File: src/vid_regs_pkg.sv
// Video register map
package vid_regs_pkg;

    // cpu bus fields
    typedef logic [15:0] word_t;
    typedef logic [4:0]  reg_addr_t;
    // active low byte enables, bit 1 is the upper byte
    typedef logic [1:0]  be_n_t;
    typedef logic [7:0]  in_port_t;

    // A chip word offsets
    localparam reg_addr_t A_VRAM_OBJ   = 5'h00;
    localparam reg_addr_t A_VRAM1      = 5'h01;
    localparam reg_addr_t A_VRAM2      = 5'h02;
    localparam reg_addr_t A_VRAM3      = 5'h03;
    localparam reg_addr_t A_ROW_BASE   = 5'h04;
    localparam reg_addr_t A_PAL_BASE   = 5'h05;
    localparam reg_addr_t A_HPOS1      = 5'h06;
    localparam reg_addr_t A_VPOS1      = 5'h07;
    localparam reg_addr_t A_HPOS2      = 5'h08;
    localparam reg_addr_t A_VPOS2      = 5'h09;
    localparam reg_addr_t A_HPOS3      = 5'h0A;
    localparam reg_addr_t A_VPOS3      = 5'h0B;
    localparam reg_addr_t A_HSTAR1     = 5'h0C;
    localparam reg_addr_t A_VSTAR1     = 5'h0D;
    localparam reg_addr_t A_HSTAR2     = 5'h0E;
    localparam reg_addr_t A_VSTAR2     = 5'h0F;
    localparam reg_addr_t A_ROW_OFFSET = 5'h10;
    localparam reg_addr_t A_PPU_CTRL   = 5'h11;

    // default layer order after reset
    localparam word_t LAYER_CTRL_RST = 16'h0E40;
    // all six palette pages on
    localparam logic [5:0] PAL_PAGE_RST = 6'h3F;
    // returned when no register is hit
    localparam word_t IDLE_READ = 16'hFFFF;

endpackage

File: src/vid_cfg_pkg.sv
// Game configuration layout
package vid_cfg_pkg;

    localparam int CFG_BYTES = 14;

    // byte positions, byte 0 is shifted in first
    localparam int CFG_ID_ADDR  = 0;
    localparam int CFG_ID_VAL   = 1;
    localparam int CFG_MULT1    = 2;
    localparam int CFG_MULT2    = 3;
    localparam int CFG_RSLT0    = 4;
    localparam int CFG_RSLT1    = 5;
    localparam int CFG_LAYER    = 6;
    localparam int CFG_PRIO0    = 7;
    localparam int CFG_PRIO1    = 8;
    localparam int CFG_PRIO2    = 9;
    localparam int CFG_PRIO3    = 10;
    localparam int CFG_PAL_PAGE = 11;
    localparam int CFG_IN2      = 12;
    localparam int CFG_IN3      = 13;

    // multiplier and priority registers off at all ones, input ports off at zero
    localparam vid_regs_pkg::reg_addr_t ADDR_OFF_ONES = 5'h1F;
    localparam vid_regs_pkg::reg_addr_t ADDR_OFF_ZERO = 5'h00;

    // one-hot B register select, id in bit 0 up to in3 in bit 12
    typedef logic [12:0] b_sel_t;

endpackage

File: src/cfg_shift.sv
// Configuration shift register
`timescale 1ns/100ps

module cfg_shift (
    input  logic                      clk,
    input  logic                      cfg_we,
    input  vid_regs_pkg::in_port_t    cfg_data,
    input  logic                      busy,
    output vid_regs_pkg::reg_addr_t   addr_id, addr_mult1, addr_mult2,
    output vid_regs_pkg::reg_addr_t   addr_rslt0, addr_rslt1, addr_layer,
    output vid_regs_pkg::reg_addr_t   addr_prio0, addr_prio1, addr_prio2, addr_prio3,
    output vid_regs_pkg::reg_addr_t   addr_pal_page, addr_in2, addr_in3,
    output vid_regs_pkg::in_port_t    cpsb_id,
    output logic                      six_button
);

    vid_regs_pkg::in_port_t [vid_cfg_pkg::CFG_BYTES-1:0] cfg_q;

    // new byte enters at the top, the oldest one ends up in byte 0
    always_ff @(posedge clk) begin
        if (cfg_we) begin
            cfg_q <= {cfg_data, cfg_q[vid_cfg_pkg::CFG_BYTES-1:1]};
        end
    end

    // byte addresses, drop bit 0 to get the word address
    assign addr_id       = cfg_q[vid_cfg_pkg::CFG_ID_ADDR][5:1];
    assign addr_mult1    = cfg_q[vid_cfg_pkg::CFG_MULT1][5:1];
    assign addr_mult2    = cfg_q[vid_cfg_pkg::CFG_MULT2][5:1];
    assign addr_rslt0    = cfg_q[vid_cfg_pkg::CFG_RSLT0][5:1];
    assign addr_rslt1    = cfg_q[vid_cfg_pkg::CFG_RSLT1][5:1];
    assign addr_layer    = cfg_q[vid_cfg_pkg::CFG_LAYER][5:1];
    assign addr_prio0    = cfg_q[vid_cfg_pkg::CFG_PRIO0][5:1];
    assign addr_prio1    = cfg_q[vid_cfg_pkg::CFG_PRIO1][5:1];
    assign addr_prio2    = cfg_q[vid_cfg_pkg::CFG_PRIO2][5:1];
    assign addr_prio3    = cfg_q[vid_cfg_pkg::CFG_PRIO3][5:1];
    assign addr_pal_page = cfg_q[vid_cfg_pkg::CFG_PAL_PAGE][5:1];
    assign addr_in2      = cfg_q[vid_cfg_pkg::CFG_IN2][5:1];
    assign addr_in3      = cfg_q[vid_cfg_pkg::CFG_IN3][5:1];
    assign cpsb_id       = cfg_q[vid_cfg_pkg::CFG_ID_VAL];
    // top bit of the in2 address byte picks the six button layout
    assign six_button    = cfg_q[vid_cfg_pkg::CFG_IN2][7];

    // the map must not change under a running bus access
    cfg_idle_bus: assert property (@(posedge clk) busy |-> !cfg_we);

endmodule

File: src/bus_decode.sv
// Bus handshake and address decode
`timescale 1ns/100ps

module bus_decode (
    input  logic                      clk,
    input  logic                      reg_rst,
    input  logic                      req,
    input  logic                      chip,
    input  vid_regs_pkg::reg_addr_t   addr,
    input  vid_regs_pkg::be_n_t       be_n,
    input  vid_regs_pkg::reg_addr_t   addr_id, addr_mult1, addr_mult2,
    input  vid_regs_pkg::reg_addr_t   addr_rslt0, addr_rslt1, addr_layer,
    input  vid_regs_pkg::reg_addr_t   addr_prio0, addr_prio1, addr_prio2, addr_prio3,
    input  vid_regs_pkg::reg_addr_t   addr_pal_page, addr_in2, addr_in3,
    output logic                      ack,
    output logic                      strobe,
    output logic                      a_wr,
    output logic                      b_wr,
    output vid_cfg_pkg::b_sel_t       b_sel,
    output logic                      req_released
);

    typedef enum logic [1:0] {st_idle, st_busy, st_hold} state_t;

    state_t state;

    function automatic logic hit(input vid_regs_pkg::reg_addr_t a,
                                 input vid_regs_pkg::reg_addr_t cfg_addr,
                                 input vid_regs_pkg::reg_addr_t off_code);
        hit = (a == cfg_addr) && (cfg_addr != off_code);
    endfunction

    // access finished, cpu has let go of req
    assign req_released = (state == st_hold) && ack && !req;

    always_ff @(posedge clk or posedge reg_rst) begin
        if (reg_rst) begin
            state  <= st_idle;
            strobe <= 1'b0;
            ack    <= 1'b0;
        end else begin
            strobe <= (state == st_busy);
            case (state)
                st_idle: if (req && !ack) state <= st_busy;
                st_busy: state <= st_hold;
                st_hold: begin
                    if (strobe) begin
                        ack <= 1'b1;
                    end else if (req_released) begin
                        ack   <= 1'b0;
                        state <= st_idle;
                    end
                end
                default: state <= st_idle;
            endcase
        end
    end

    assign a_wr = strobe && !chip && (be_n != 2'b11);
    assign b_wr = strobe && chip && (be_n != 2'b11);

    // an all ones address never hits a B register
    assign b_sel = (&addr) ? '0 : {
        hit(addr, addr_in3, vid_cfg_pkg::ADDR_OFF_ZERO),
        hit(addr, addr_in2, vid_cfg_pkg::ADDR_OFF_ZERO),
        addr == addr_pal_page,
        hit(addr, addr_prio3, vid_cfg_pkg::ADDR_OFF_ONES),
        hit(addr, addr_prio2, vid_cfg_pkg::ADDR_OFF_ONES),
        hit(addr, addr_prio1, vid_cfg_pkg::ADDR_OFF_ONES),
        hit(addr, addr_prio0, vid_cfg_pkg::ADDR_OFF_ONES),
        addr == addr_layer,
        hit(addr, addr_rslt1, vid_cfg_pkg::ADDR_OFF_ONES),
        hit(addr, addr_rslt0, vid_cfg_pkg::ADDR_OFF_ONES),
        hit(addr, addr_mult2, vid_cfg_pkg::ADDR_OFF_ONES),
        hit(addr, addr_mult1, vid_cfg_pkg::ADDR_OFF_ONES),
        addr == addr_id
    };

    // a new access only starts once the previous ack has dropped
    strobe_no_ack: assert property (@(posedge clk) disable iff (reg_rst) strobe |-> !ack);

endmodule

File: src/a_chip_regs.sv
// A chip register bank
`timescale 1ns/100ps

module a_chip_regs (
    input  logic                      clk,
    input  logic                      reg_rst,
    input  logic                      a_wr,
    input  vid_regs_pkg::reg_addr_t   addr,
    input  vid_regs_pkg::be_n_t       be_n,
    input  vid_regs_pkg::word_t       wdata,
    input  logic                      req_released,
    output vid_regs_pkg::word_t       vram_obj_base, vram1_base, vram2_base, vram3_base,
    output vid_regs_pkg::word_t       row_base, pal_base,
    output vid_regs_pkg::word_t       hpos1, vpos1, hpos2, vpos2, hpos3, vpos3,
    output vid_regs_pkg::word_t       hstar1, vstar1, hstar2, vstar2,
    output vid_regs_pkg::word_t       row_offset, ppu_ctrl,
    output logic                      pal_copy,
    output logic                      obj_dma_ok
);

    vid_regs_pkg::word_t regs_q [0:vid_regs_pkg::A_PPU_CTRL];
    logic                pend_copy;
    logic                pend_dma;

    // keep the old byte wherever its enable is high
    function automatic vid_regs_pkg::word_t merge(input vid_regs_pkg::word_t old_w,
                                                  input vid_regs_pkg::word_t new_w,
                                                  input vid_regs_pkg::be_n_t en_n);
        merge = {en_n[1] ? old_w[15:8] : new_w[15:8], en_n[0] ? old_w[7:0] : new_w[7:0]};
    endfunction

    always_ff @(posedge clk or posedge reg_rst) begin
        if (reg_rst) begin
            for (int i = 0; i <= int'(vid_regs_pkg::A_PPU_CTRL); i++) begin
                regs_q[i] <= '0;
            end
            pend_copy  <= 1'b0;
            pend_dma   <= 1'b0;
            pal_copy   <= 1'b0;
            obj_dma_ok <= 1'b0;
        end else begin
            // pulses wait for the cpu to release the bus so the base is settled
            pal_copy   <= pend_copy && req_released;
            obj_dma_ok <= pend_dma && req_released;
            if (req_released) begin
                pend_copy <= 1'b0;
                pend_dma  <= 1'b0;
            end
            if (a_wr && addr <= vid_regs_pkg::A_PPU_CTRL) begin
                regs_q[addr] <= merge(regs_q[addr], wdata, be_n);
                if (addr == vid_regs_pkg::A_PAL_BASE) pend_copy <= 1'b1;
                if (addr == vid_regs_pkg::A_VRAM_OBJ) pend_dma <= 1'b1;
            end
        end
    end

    assign vram_obj_base = regs_q[vid_regs_pkg::A_VRAM_OBJ];
    assign vram1_base    = regs_q[vid_regs_pkg::A_VRAM1];
    assign vram2_base    = regs_q[vid_regs_pkg::A_VRAM2];
    assign vram3_base    = regs_q[vid_regs_pkg::A_VRAM3];
    assign row_base      = regs_q[vid_regs_pkg::A_ROW_BASE];
    assign pal_base      = regs_q[vid_regs_pkg::A_PAL_BASE];
    assign hpos1         = regs_q[vid_regs_pkg::A_HPOS1];
    assign vpos1         = regs_q[vid_regs_pkg::A_VPOS1];
    assign hpos2         = regs_q[vid_regs_pkg::A_HPOS2];
    assign vpos2         = regs_q[vid_regs_pkg::A_VPOS2];
    assign hpos3         = regs_q[vid_regs_pkg::A_HPOS3];
    assign vpos3         = regs_q[vid_regs_pkg::A_VPOS3];
    assign hstar1        = regs_q[vid_regs_pkg::A_HSTAR1];
    assign vstar1        = regs_q[vid_regs_pkg::A_VSTAR1];
    assign hstar2        = regs_q[vid_regs_pkg::A_HSTAR2];
    assign vstar2        = regs_q[vid_regs_pkg::A_VSTAR2];
    assign row_offset    = regs_q[vid_regs_pkg::A_ROW_OFFSET];
    assign ppu_ctrl      = regs_q[vid_regs_pkg::A_PPU_CTRL];

endmodule

File: src/b_chip_regs.sv
// B chip registers and input ports
`timescale 1ns/100ps

module b_chip_regs (
    input  logic                      clk,
    input  logic                      reg_rst,
    input  logic                      b_wr,
    input  vid_cfg_pkg::b_sel_t       b_sel,
    input  vid_regs_pkg::be_n_t       be_n,
    input  vid_regs_pkg::word_t       wdata,
    input  logic                      six_button,
    input  logic [3:0]                start_button,
    input  logic [3:0]                coin_input,
    input  logic [9:0]                joystick1, joystick2, joystick3, joystick4,
    output vid_regs_pkg::word_t       mult1, mult2, rslt0, rslt1,
    output vid_regs_pkg::word_t       layer_ctrl, prio0, prio1, prio2, prio3,
    output logic [5:0]                pal_page_en,
    output vid_regs_pkg::in_port_t    in2, in3
);

    logic full_wr;

    // partial writes are ignored on this chip
    assign full_wr = b_wr && (be_n == 2'b00);

    always_ff @(posedge clk or posedge reg_rst) begin
        if (reg_rst) begin
            mult1       <= '0;
            mult2       <= '0;
            layer_ctrl  <= vid_regs_pkg::LAYER_CTRL_RST;
            prio0       <= '0;
            prio1       <= '0;
            prio2       <= '0;
            prio3       <= '0;
            pal_page_en <= vid_regs_pkg::PAL_PAGE_RST;
        end else if (full_wr) begin
            if (b_sel[1])  mult1       <= wdata;
            if (b_sel[2])  mult2       <= wdata;
            if (b_sel[5])  layer_ctrl  <= wdata;
            if (b_sel[6])  prio0       <= wdata;
            if (b_sel[7])  prio1       <= wdata;
            if (b_sel[8])  prio2       <= wdata;
            if (b_sel[9])  prio3       <= wdata;
            if (b_sel[10]) pal_page_en <= wdata[5:0];
        end
    end

    // product lands one edge after a factor changes
    always_ff @(posedge clk) begin
        {rslt1, rslt0} <= mult1 * mult2;
    end

    // player inputs sampled every cycle
    always_ff @(posedge clk) begin
        in3 <= {start_button[3], coin_input[3], joystick4[5:0]};
        if (six_button) begin
            // extra buttons of players 1 and 2
            in2 <= {1'b1, joystick2[9:7], 1'b1, joystick1[9:7]};
        end else begin
            in2 <= {start_button[2], coin_input[2], joystick3[5:0]};
        end
    end

endmodule

File: src/read_mux.sv
// Read data selection
`timescale 1ns/100ps

module read_mux (
    input  logic                      clk,
    input  logic                      reg_rst,
    input  logic                      strobe,
    input  logic                      chip,
    input  logic                      b_wr,
    input  vid_cfg_pkg::b_sel_t       b_sel,
    input  vid_regs_pkg::in_port_t    cpsb_id,
    input  vid_regs_pkg::word_t       mult1, mult2, rslt0, rslt1,
    input  vid_regs_pkg::word_t       layer_ctrl, prio0, prio1, prio2, prio3,
    input  logic [5:0]                pal_page_en,
    input  vid_regs_pkg::in_port_t    in2, in3,
    output vid_regs_pkg::word_t       rdata
);

    vid_regs_pkg::word_t sel_data;

    always_comb begin
        case (1'b1)
            // id is stored packed, one nibble per byte on the bus
            b_sel[0]:  sel_data = {4'd0, cpsb_id[7:4], 4'd0, cpsb_id[3:0]};
            b_sel[1]:  sel_data = mult1;
            b_sel[2]:  sel_data = mult2;
            b_sel[3]:  sel_data = rslt0;
            b_sel[4]:  sel_data = rslt1;
            b_sel[5]:  sel_data = layer_ctrl;
            b_sel[6]:  sel_data = prio0;
            b_sel[7]:  sel_data = prio1;
            b_sel[8]:  sel_data = prio2;
            b_sel[9]:  sel_data = prio3;
            b_sel[10]: sel_data = {10'd0, pal_page_en};
            b_sel[11]: sel_data = {in2, in2};
            b_sel[12]: sel_data = {in3, in3};
            default:   sel_data = vid_regs_pkg::IDLE_READ;
        endcase
    end

    // A chip and write accesses return all ones
    always_ff @(posedge clk or posedge reg_rst) begin
        if (reg_rst) begin
            rdata <= vid_regs_pkg::IDLE_READ;
        end else if (strobe) begin
            rdata <= (chip && !b_wr) ? sel_data : vid_regs_pkg::IDLE_READ;
        end
    end

endmodule

File: src/video_regs_top.sv
// Video register file
`timescale 1ns/100ps

module video_regs_top (
    input  logic                      clk,
    input  logic                      reg_rst,
    // cpu bus
    input  logic                      req,
    input  logic                      chip,
    input  vid_regs_pkg::reg_addr_t   addr,
    input  vid_regs_pkg::be_n_t       be_n,
    input  vid_regs_pkg::word_t       wdata,
    output logic                      ack,
    output vid_regs_pkg::word_t       rdata,
    // game configuration
    input  logic                      cfg_we,
    input  vid_regs_pkg::in_port_t    cfg_data,
    // player inputs
    input  logic [3:0]                start_button,
    input  logic [3:0]                coin_input,
    input  logic [9:0]                joystick1, joystick2, joystick3, joystick4,
    // A chip
    output vid_regs_pkg::word_t       vram_obj_base, vram1_base, vram2_base, vram3_base,
    output vid_regs_pkg::word_t       row_base, pal_base,
    output vid_regs_pkg::word_t       hpos1, vpos1, hpos2, vpos2, hpos3, vpos3,
    output vid_regs_pkg::word_t       hstar1, vstar1, hstar2, vstar2,
    output vid_regs_pkg::word_t       row_offset, ppu_ctrl,
    output logic                      pal_copy,
    output logic                      obj_dma_ok,
    // B chip
    output vid_regs_pkg::word_t       layer_ctrl, prio0, prio1, prio2, prio3,
    output logic [5:0]                pal_page_en
);

    vid_regs_pkg::reg_addr_t addr_id, addr_mult1, addr_mult2, addr_rslt0, addr_rslt1;
    vid_regs_pkg::reg_addr_t addr_layer, addr_prio0, addr_prio1, addr_prio2, addr_prio3;
    vid_regs_pkg::reg_addr_t addr_pal_page, addr_in2, addr_in3;
    vid_regs_pkg::in_port_t  cpsb_id, in2, in3;
    vid_regs_pkg::word_t     mult1, mult2, rslt0, rslt1;
    vid_cfg_pkg::b_sel_t     b_sel;
    logic                    six_button, busy, strobe, a_wr, b_wr, req_released;

    // bus is busy from req until ack has dropped
    assign busy = req | ack;

    cfg_shift cfg_shift_i (.*);

    bus_decode bus_decode_i (.*);

    a_chip_regs a_chip_regs_i (.*);

    b_chip_regs b_chip_regs_i (.*);

    read_mux read_mux_i (.*);

endmodule

File: config.mk
export PLATFORM = sky130hd
export DESIGN_NAME = video_regs_top
export DESIGN_NICKNAME = d
export VERILOG_FILES = /design/src/vid_regs_pkg.sv /design/src/vid_cfg_pkg.sv /design/src/cfg_shift.sv /design/src/bus_decode.sv /design/src/a_chip_regs.sv /design/src/b_chip_regs.sv /design/src/read_mux.sv /design/src/video_regs_top.sv
export SDC_FILE = /design/constraint.sdc
export NUM_CORES = 2
export LEC_CHECK = 0
export BUFFER_PORTS_ARGS = -buffer_cell sky130_fd_sc_hd__buf_4
export CORE_ASPECT_RATIO = 0.6
export CORE_MARGIN = 3
export CORE_UTILIZATION = 45
export CTS_CLUSTER_SIZE = 12
export DETAILED_ROUTE_END_ITERATION = 10
export GPL_TIMING_DRIVEN = 0
export PLACE_DENSITY = 0.65
export SLEW_MARGIN = 20
export SYNTH_ARGS = -nofsm -noshare
export SYNTH_HDL_FRONTEND = slang
export SYNTH_SLANG_ARGS = --single-unit
File: constraint.sdc
create_clock -name clk -period 22.4 [get_ports clk]
set_input_delay 1.12 -clock clk [delete_from_list [all_inputs] [get_ports clk]]
set_output_delay 1.12 -clock clk [all_outputs]
set_load 0.005 [all_outputs]
==> report_table.html <==
<table>
<tr><th>Metric</th><th>Value</th></tr>
<tr><th colspan="2">Floorplan</th></tr>
<tr><td>Starting utilization of the core area</td><td>0.457</td></tr>
<tr><td>Area of the core region</td><td>0.0741 mm2</td></tr>
<tr><td>Die extent in y</td><td>218 um</td></tr>
<tr><td>Die width</td><td>360 um</td></tr>
<tr><td>Die Area</td><td>0.0786 mm2</td></tr>
<tr><td>Core Rows</td><td>77</td></tr>
<tr><td>Number of I/O pins</td><td>477</td></tr>
<tr><th colspan="2">Synthesis</th></tr>
<tr><td>Dominant cells by area after synthesis</td><td>dfrtp_1, mux2_2, fa_1</td></tr>
<tr><td>Post-synthesis cell area</td><td>0.0338 mm2</td></tr>
<tr><td>Number of enable-type register cells in the synthesized netlist</td><td>109</td></tr>
<tr><td>Leading area contributor after synthesis</td><td>dfrtp_1</td></tr>
<tr><td>Mapped Avg Cell Area</td><td>12.4 um2</td></tr>
<tr><td>Number of instances in the synthesized netlist</td><td>2738</td></tr>
<tr><td>Count leader, synth</td><td>mux2_2</td></tr>
<tr><td>Warning count from the yosys run</td><td>0</td></tr>
<tr><td>Net count after synthesis</td><td>3120</td></tr>
<tr><td>Prevailing post-synth register cell</td><td>dfrtp_1</td></tr>
<tr><td>Top cells by count, synth</td><td>mux2_2, dfrtp_1, inv_1</td></tr>
<tr><td>Portion of the post-synthesis area used by sequential elements</td><td>0.444</td></tr>
<tr><td>Number of flip-flops and latches in the synthesized netlist</td><td>587</td></tr>
<tr><td>Synth unique cells</td><td>75</td></tr>
<tr><td>Fraction of registers with async set or reset after synthesis</td><td>0.733</td></tr>
<tr><td>Share of the synthesized area in the top cell type</td><td>0.299</td></tr>
<tr><th colspan="2">Cells and area</th></tr>
<tr><td>Largest register by flop count</td><td>cfg_shift_i.cfg_q</td></tr>
<tr><td>Area delta synth-&gt;final</td><td>18.7%</td></tr>
<tr><td>Flip-flop count of the largest register, all copies and words added</td><td>35</td></tr>
<tr><td>Number of inserted filler cells in the final layout</td><td>6354</td></tr>
<tr><td>Post-route insts no fill</td><td>4276</td></tr>
<tr><td>Fraction of layout instances using a drive strength above 1</td><td>0.343</td></tr>
<tr><td>Post-layout net count</td><td>3627</td></tr>
<tr><th colspan="2">Clocking</th></tr>
<tr><td>CTS H-Tree Depth</td><td>2</td></tr>
<tr><td>Number of gates resized after CTS</td><td>0</td></tr>
<tr><td>Cts bufs inserted</td><td>56</td></tr>
<tr><td>Setup repair bufs after CTS</td><td>0</td></tr>
<tr><td>Worst-skew pair later-pin latency</td><td>630 ps</td></tr>
<tr><td>Clk root buf</td><td>clkbuf_16</td></tr>
<tr><td>Number of hold buffers added after CTS</td><td>0</td></tr>
<tr><td>Clock Tree Buf Depth</td><td>3</td></tr>
<tr><td>CTS tree</td><td>yes</td></tr>
<tr><td>Clock edge transition at the registers on the reported setup and hold paths</td><td>70 ps</td></tr>
<tr><td>TritonCTS sink count</td><td>587</td></tr>
<tr><th colspan="2">Detailed routing</th></tr>
<tr><td>Number of DRC markers after the initial detailed-route iteration</td><td>3189</td></tr>
<tr><td>Number of optimization iterations in the first detailed-route pass</td><td>6</td></tr>
<tr><td>Antenna violation net count after detailed routing</td><td>0</td></tr>
<tr><td>Total number of vias</td><td>25600</td></tr>
<tr><td>Post-detailed-route via-to-cell ratio</td><td>5.98</td></tr>
<tr><td>Wire per inst</td><td>29.8 um</td></tr>
<tr><td>Total wire length</td><td>127000 um</td></tr>
<tr><td>Count of unresolved DRC violations after routing</td><td>0</td></tr>
<tr><th colspan="2">STA</th></tr>
<tr><td>Final max-slew violation count</td><td>0</td></tr>
<tr><td>RSZ-0062 raised after global routing</td><td>no</td></tr>
<tr><td>Crit share post-route</td><td>0.367</td></tr>
<tr><td>Number of hold-slack violations in the final timing report</td><td>0</td></tr>
<tr><td>Remaining max-slew budget at the tightest pin</td><td>0.162</td></tr>
<tr><td>Final setup TNS</td><td>0 ps</td></tr>
<tr><td>Crit path time final</td><td>8220 ps</td></tr>
<tr><td>Setup Skew</td><td>19.4 ps</td></tr>
<tr><td>Highest clock rate</td><td>122 MHz</td></tr>
<tr><td>Tightest Pin Transition</td><td>1250 ps</td></tr>
<tr><td>Total of endpoints with negative setup slack in the final report</td><td>0</td></tr>
<tr><th colspan="2">GRT</th></tr>
<tr><td>Total GRT Usage</td><td>0.321</td></tr>
<tr><td>Aggregate global routing overflow</td><td>0</td></tr>
<tr><td>Antenna violations before repair</td><td>13</td></tr>
<tr><td>Via count of the first global-routing pass</td><td>25300</td></tr>
<tr><td>Largest net degree at the start of global routing</td><td>110</td></tr>
<tr><td>First-pass GRT wire length</td><td>183000 um</td></tr>
<tr><th colspan="2">Place</th></tr>
<tr><td>HPWL after DPL</td><td>101000 um</td></tr>
<tr><td>Placed Cells incl. Taps</td><td>4174</td></tr>
<tr><td>IO buf count</td><td>445</td></tr>
<tr><td>GP Congestion</td><td>0.956</td></tr>
<tr><th colspan="2">Critical path</th></tr>
<tr><td>CP required</td><td>22950 ps</td></tr>
<tr><td>Data arrival time of the worst path</td><td>8770 ps</td></tr>
<tr><td>RR Startpoint</td><td>b_chip_regs_i.mult1[7]$_DFFE_PP0P_</td></tr>
<tr><td>Worst reg-to-reg setup slack</td><td>14180 ps</td></tr>
<tr><td>Class of the most critical setup path</td><td>reg -&gt; reg</td></tr>
<tr><td>Worst R2R Path Depth</td><td>21</td></tr>
<tr><td>Critical-path maximum fanout</td><td>10</td></tr>
<tr><td>Crit path capture type</td><td>flip-flop</td></tr>
<tr><td>Endpoint of the lowest-slack register-to-register path</td><td>b_chip_regs_i.rslt1[8]$_DFF_P_</td></tr>
<tr><td>Startpoint type of the worst setup path</td><td>flip-flop</td></tr>
<tr><th colspan="2">Power</th></tr>
<tr><td>Clock network power share</td><td>0.357</td></tr>
<tr><td>Power density of the placed cells</td><td>63.6 mW/mm2</td></tr>
<tr><td>Fraction of power consumed by combinational cells</td><td>0.155</td></tr>
<tr><td>Standby leakage power</td><td>19.5 nW</td></tr>
<tr><td>Switching power as a share of total power</td><td>0.284</td></tr>
<tr><td>Internal Pwr Total</td><td>0.00183 W</td></tr>
<tr><td>Register share of total power</td><td>0.489</td></tr>
<tr><td>Power dissipated by switching net loads</td><td>0.000726 W</td></tr>
<tr><td>Worst VDD drop</td><td>59.2 uV</td></tr>
<tr><th colspan="2">Outcome</th></tr>
<tr><td>Result of the run</td><td>finished, final reports clean</td></tr>
<tr><th colspan="2">Min path</th></tr>
<tr><td>Launch point of the worst hold path</td><td>cfg_shift_i.cfg_q[40]$_DFFE_PP_</td></tr>
<tr><td>Hold EP</td><td>cfg_shift_i.cfg_q[32]$_DFFE_PP_</td></tr>
<tr><td>Worst Hold Class</td><td>reg -&gt; reg</td></tr>
<tr><td>Hold Path Cell Cnt</td><td>0</td></tr>
<tr><th colspan="2">Run</th></tr>
<tr><td>Max-cap viol count</td><td>0</td></tr>
</table>
[kinds of logic (layout without fill, tap and decap cells)]
kind of cell               Yosys count  in the layout  synth area share
muxes                              509            509             0.195
buffers and inverters              412            958            0.0499
other                                0              5                 0
DFF                                587            587             0.444
xor gates and xnor gates            83             83            0.0215
AOI/OAI and AO/OA                  277            277            0.0547
adders and majority gates          298            298             0.153
and+or+nand+nor                    572            572            0.0814
[area by class of cell]
class,count,area [um2],share of cell area
buffer,159,741,0.0184
multi-input combinational,1739,17100,0.426
inverter,253,957,0.0238
antenna,5,12.5,0.000311
timing repair buffer,449,3450,0.0860
tap,987,1230,0.0307
sequential,587,15000,0.374
clock inverter,2,31.3,0.000778
clock buffer,95,1600,0.0398
[power groups by stage]
stage               sequential, W  clock (W)  combinational [W]
floorplan                 0.00124          0           0.000179
global placement          0.00126          0           0.000378
detailed placement        0.00127          0           0.000387
CTS                       0.00125   0.000914           0.000389
global route              0.00125   0.000961           0.000416
finish                    0.00125   0.000911           0.000395
[worst max path at each step]
stage	from	end	slack [ps]
after floorplan	reg_rst	a_chip_regs_i.hpos1[0]$_DFFE_PP0P_	9350
after global placement	reg_rst	b_chip_regs_i.layer_ctrl[12]$_DFFE_PP0P_	5030
after detailed placement	b_chip_regs_i.mult1[10]$_DFFE_PP0P_	b_chip_regs_i.rslt1[8]$_DFF_P_	14430
after CTS	b_chip_regs_i.mult1[10]$_DFFE_PP0P_	b_chip_regs_i.rslt1[8]$_DFF_P_	14450
after global routing	b_chip_regs_i.mult1[12]$_DFFE_PP0P_	b_chip_regs_i.rslt1[8]$_DFF_P_	14030
final	b_chip_regs_i.mult1[7]$_DFFE_PP0P_	b_chip_regs_i.rslt1[8]$_DFF_P_	14180
[stage by stage]
| stage | total power, W | hold WS [ps] | setup slack [ps] | utilization | instance area [um2] |
|---|---|---|---|---|---|
| 4_1_cts | 0.00255 | 422 | 14450 | 0.542 | 40200 |
| 6_report | 0.00255 | 414 | 14180 | 0.542 | 40200 |
| 5_1_grt | 0.00263 | 421 | 14030 | 0.542 | 40200 |
| 3_3_place_gp | 0.00164 | 402 | 5030 | 0.519 | 38400 |
| 3_5_place_dp | 0.00165 | 405 | 14430 | 0.520 | 38500 |
| 2_1_floorplan | 0.00142 | 400 | 9350 | - | 33800 |
[layer usage]
metal | vias to the layer above | wire length (um) | track usage
li1 | 10500 | - | -
met1 | 13300 | 56100 | 0.480
met2 | 1534 | 50100 | 0.427
met3 | 246 | 16700 | 0.121
met4 | 8 | 4470 | 0.0971
met5 | - | 51 | 0
[worst max-delay path, stage by stage (launching register included)]
cell	delay [ps]
dfrtp_1	320
clkbuf_1	720
clkbuf_1	700
nand2_1	160
fa_1	460
fa_1	510
inv_1	50
fa_1	480
fa_1	520
fa_1	510
inv_1	50
fa_1	490
inv_1	60
ha_1	330
a21oi_1	210
o211ai_1	170
a2111oi_1	1120
o31ai_1	410
a31o_2	370
a21o_1	180
a21oi_1	190
xnor2_1	140
[layout by cell type, fill, tap and decap left out, drive strengths merged, types with 109 or more instances in the layout]
cell type / instances
nor2: 119
dfrtp: 404
edfxtp: 109
clkbuf: 185
buf: 518
fa: 194
inv: 254
mux2: 412
and2: 111
nand2: 219
Note: power is estimated with default switching activity, not from simulation.
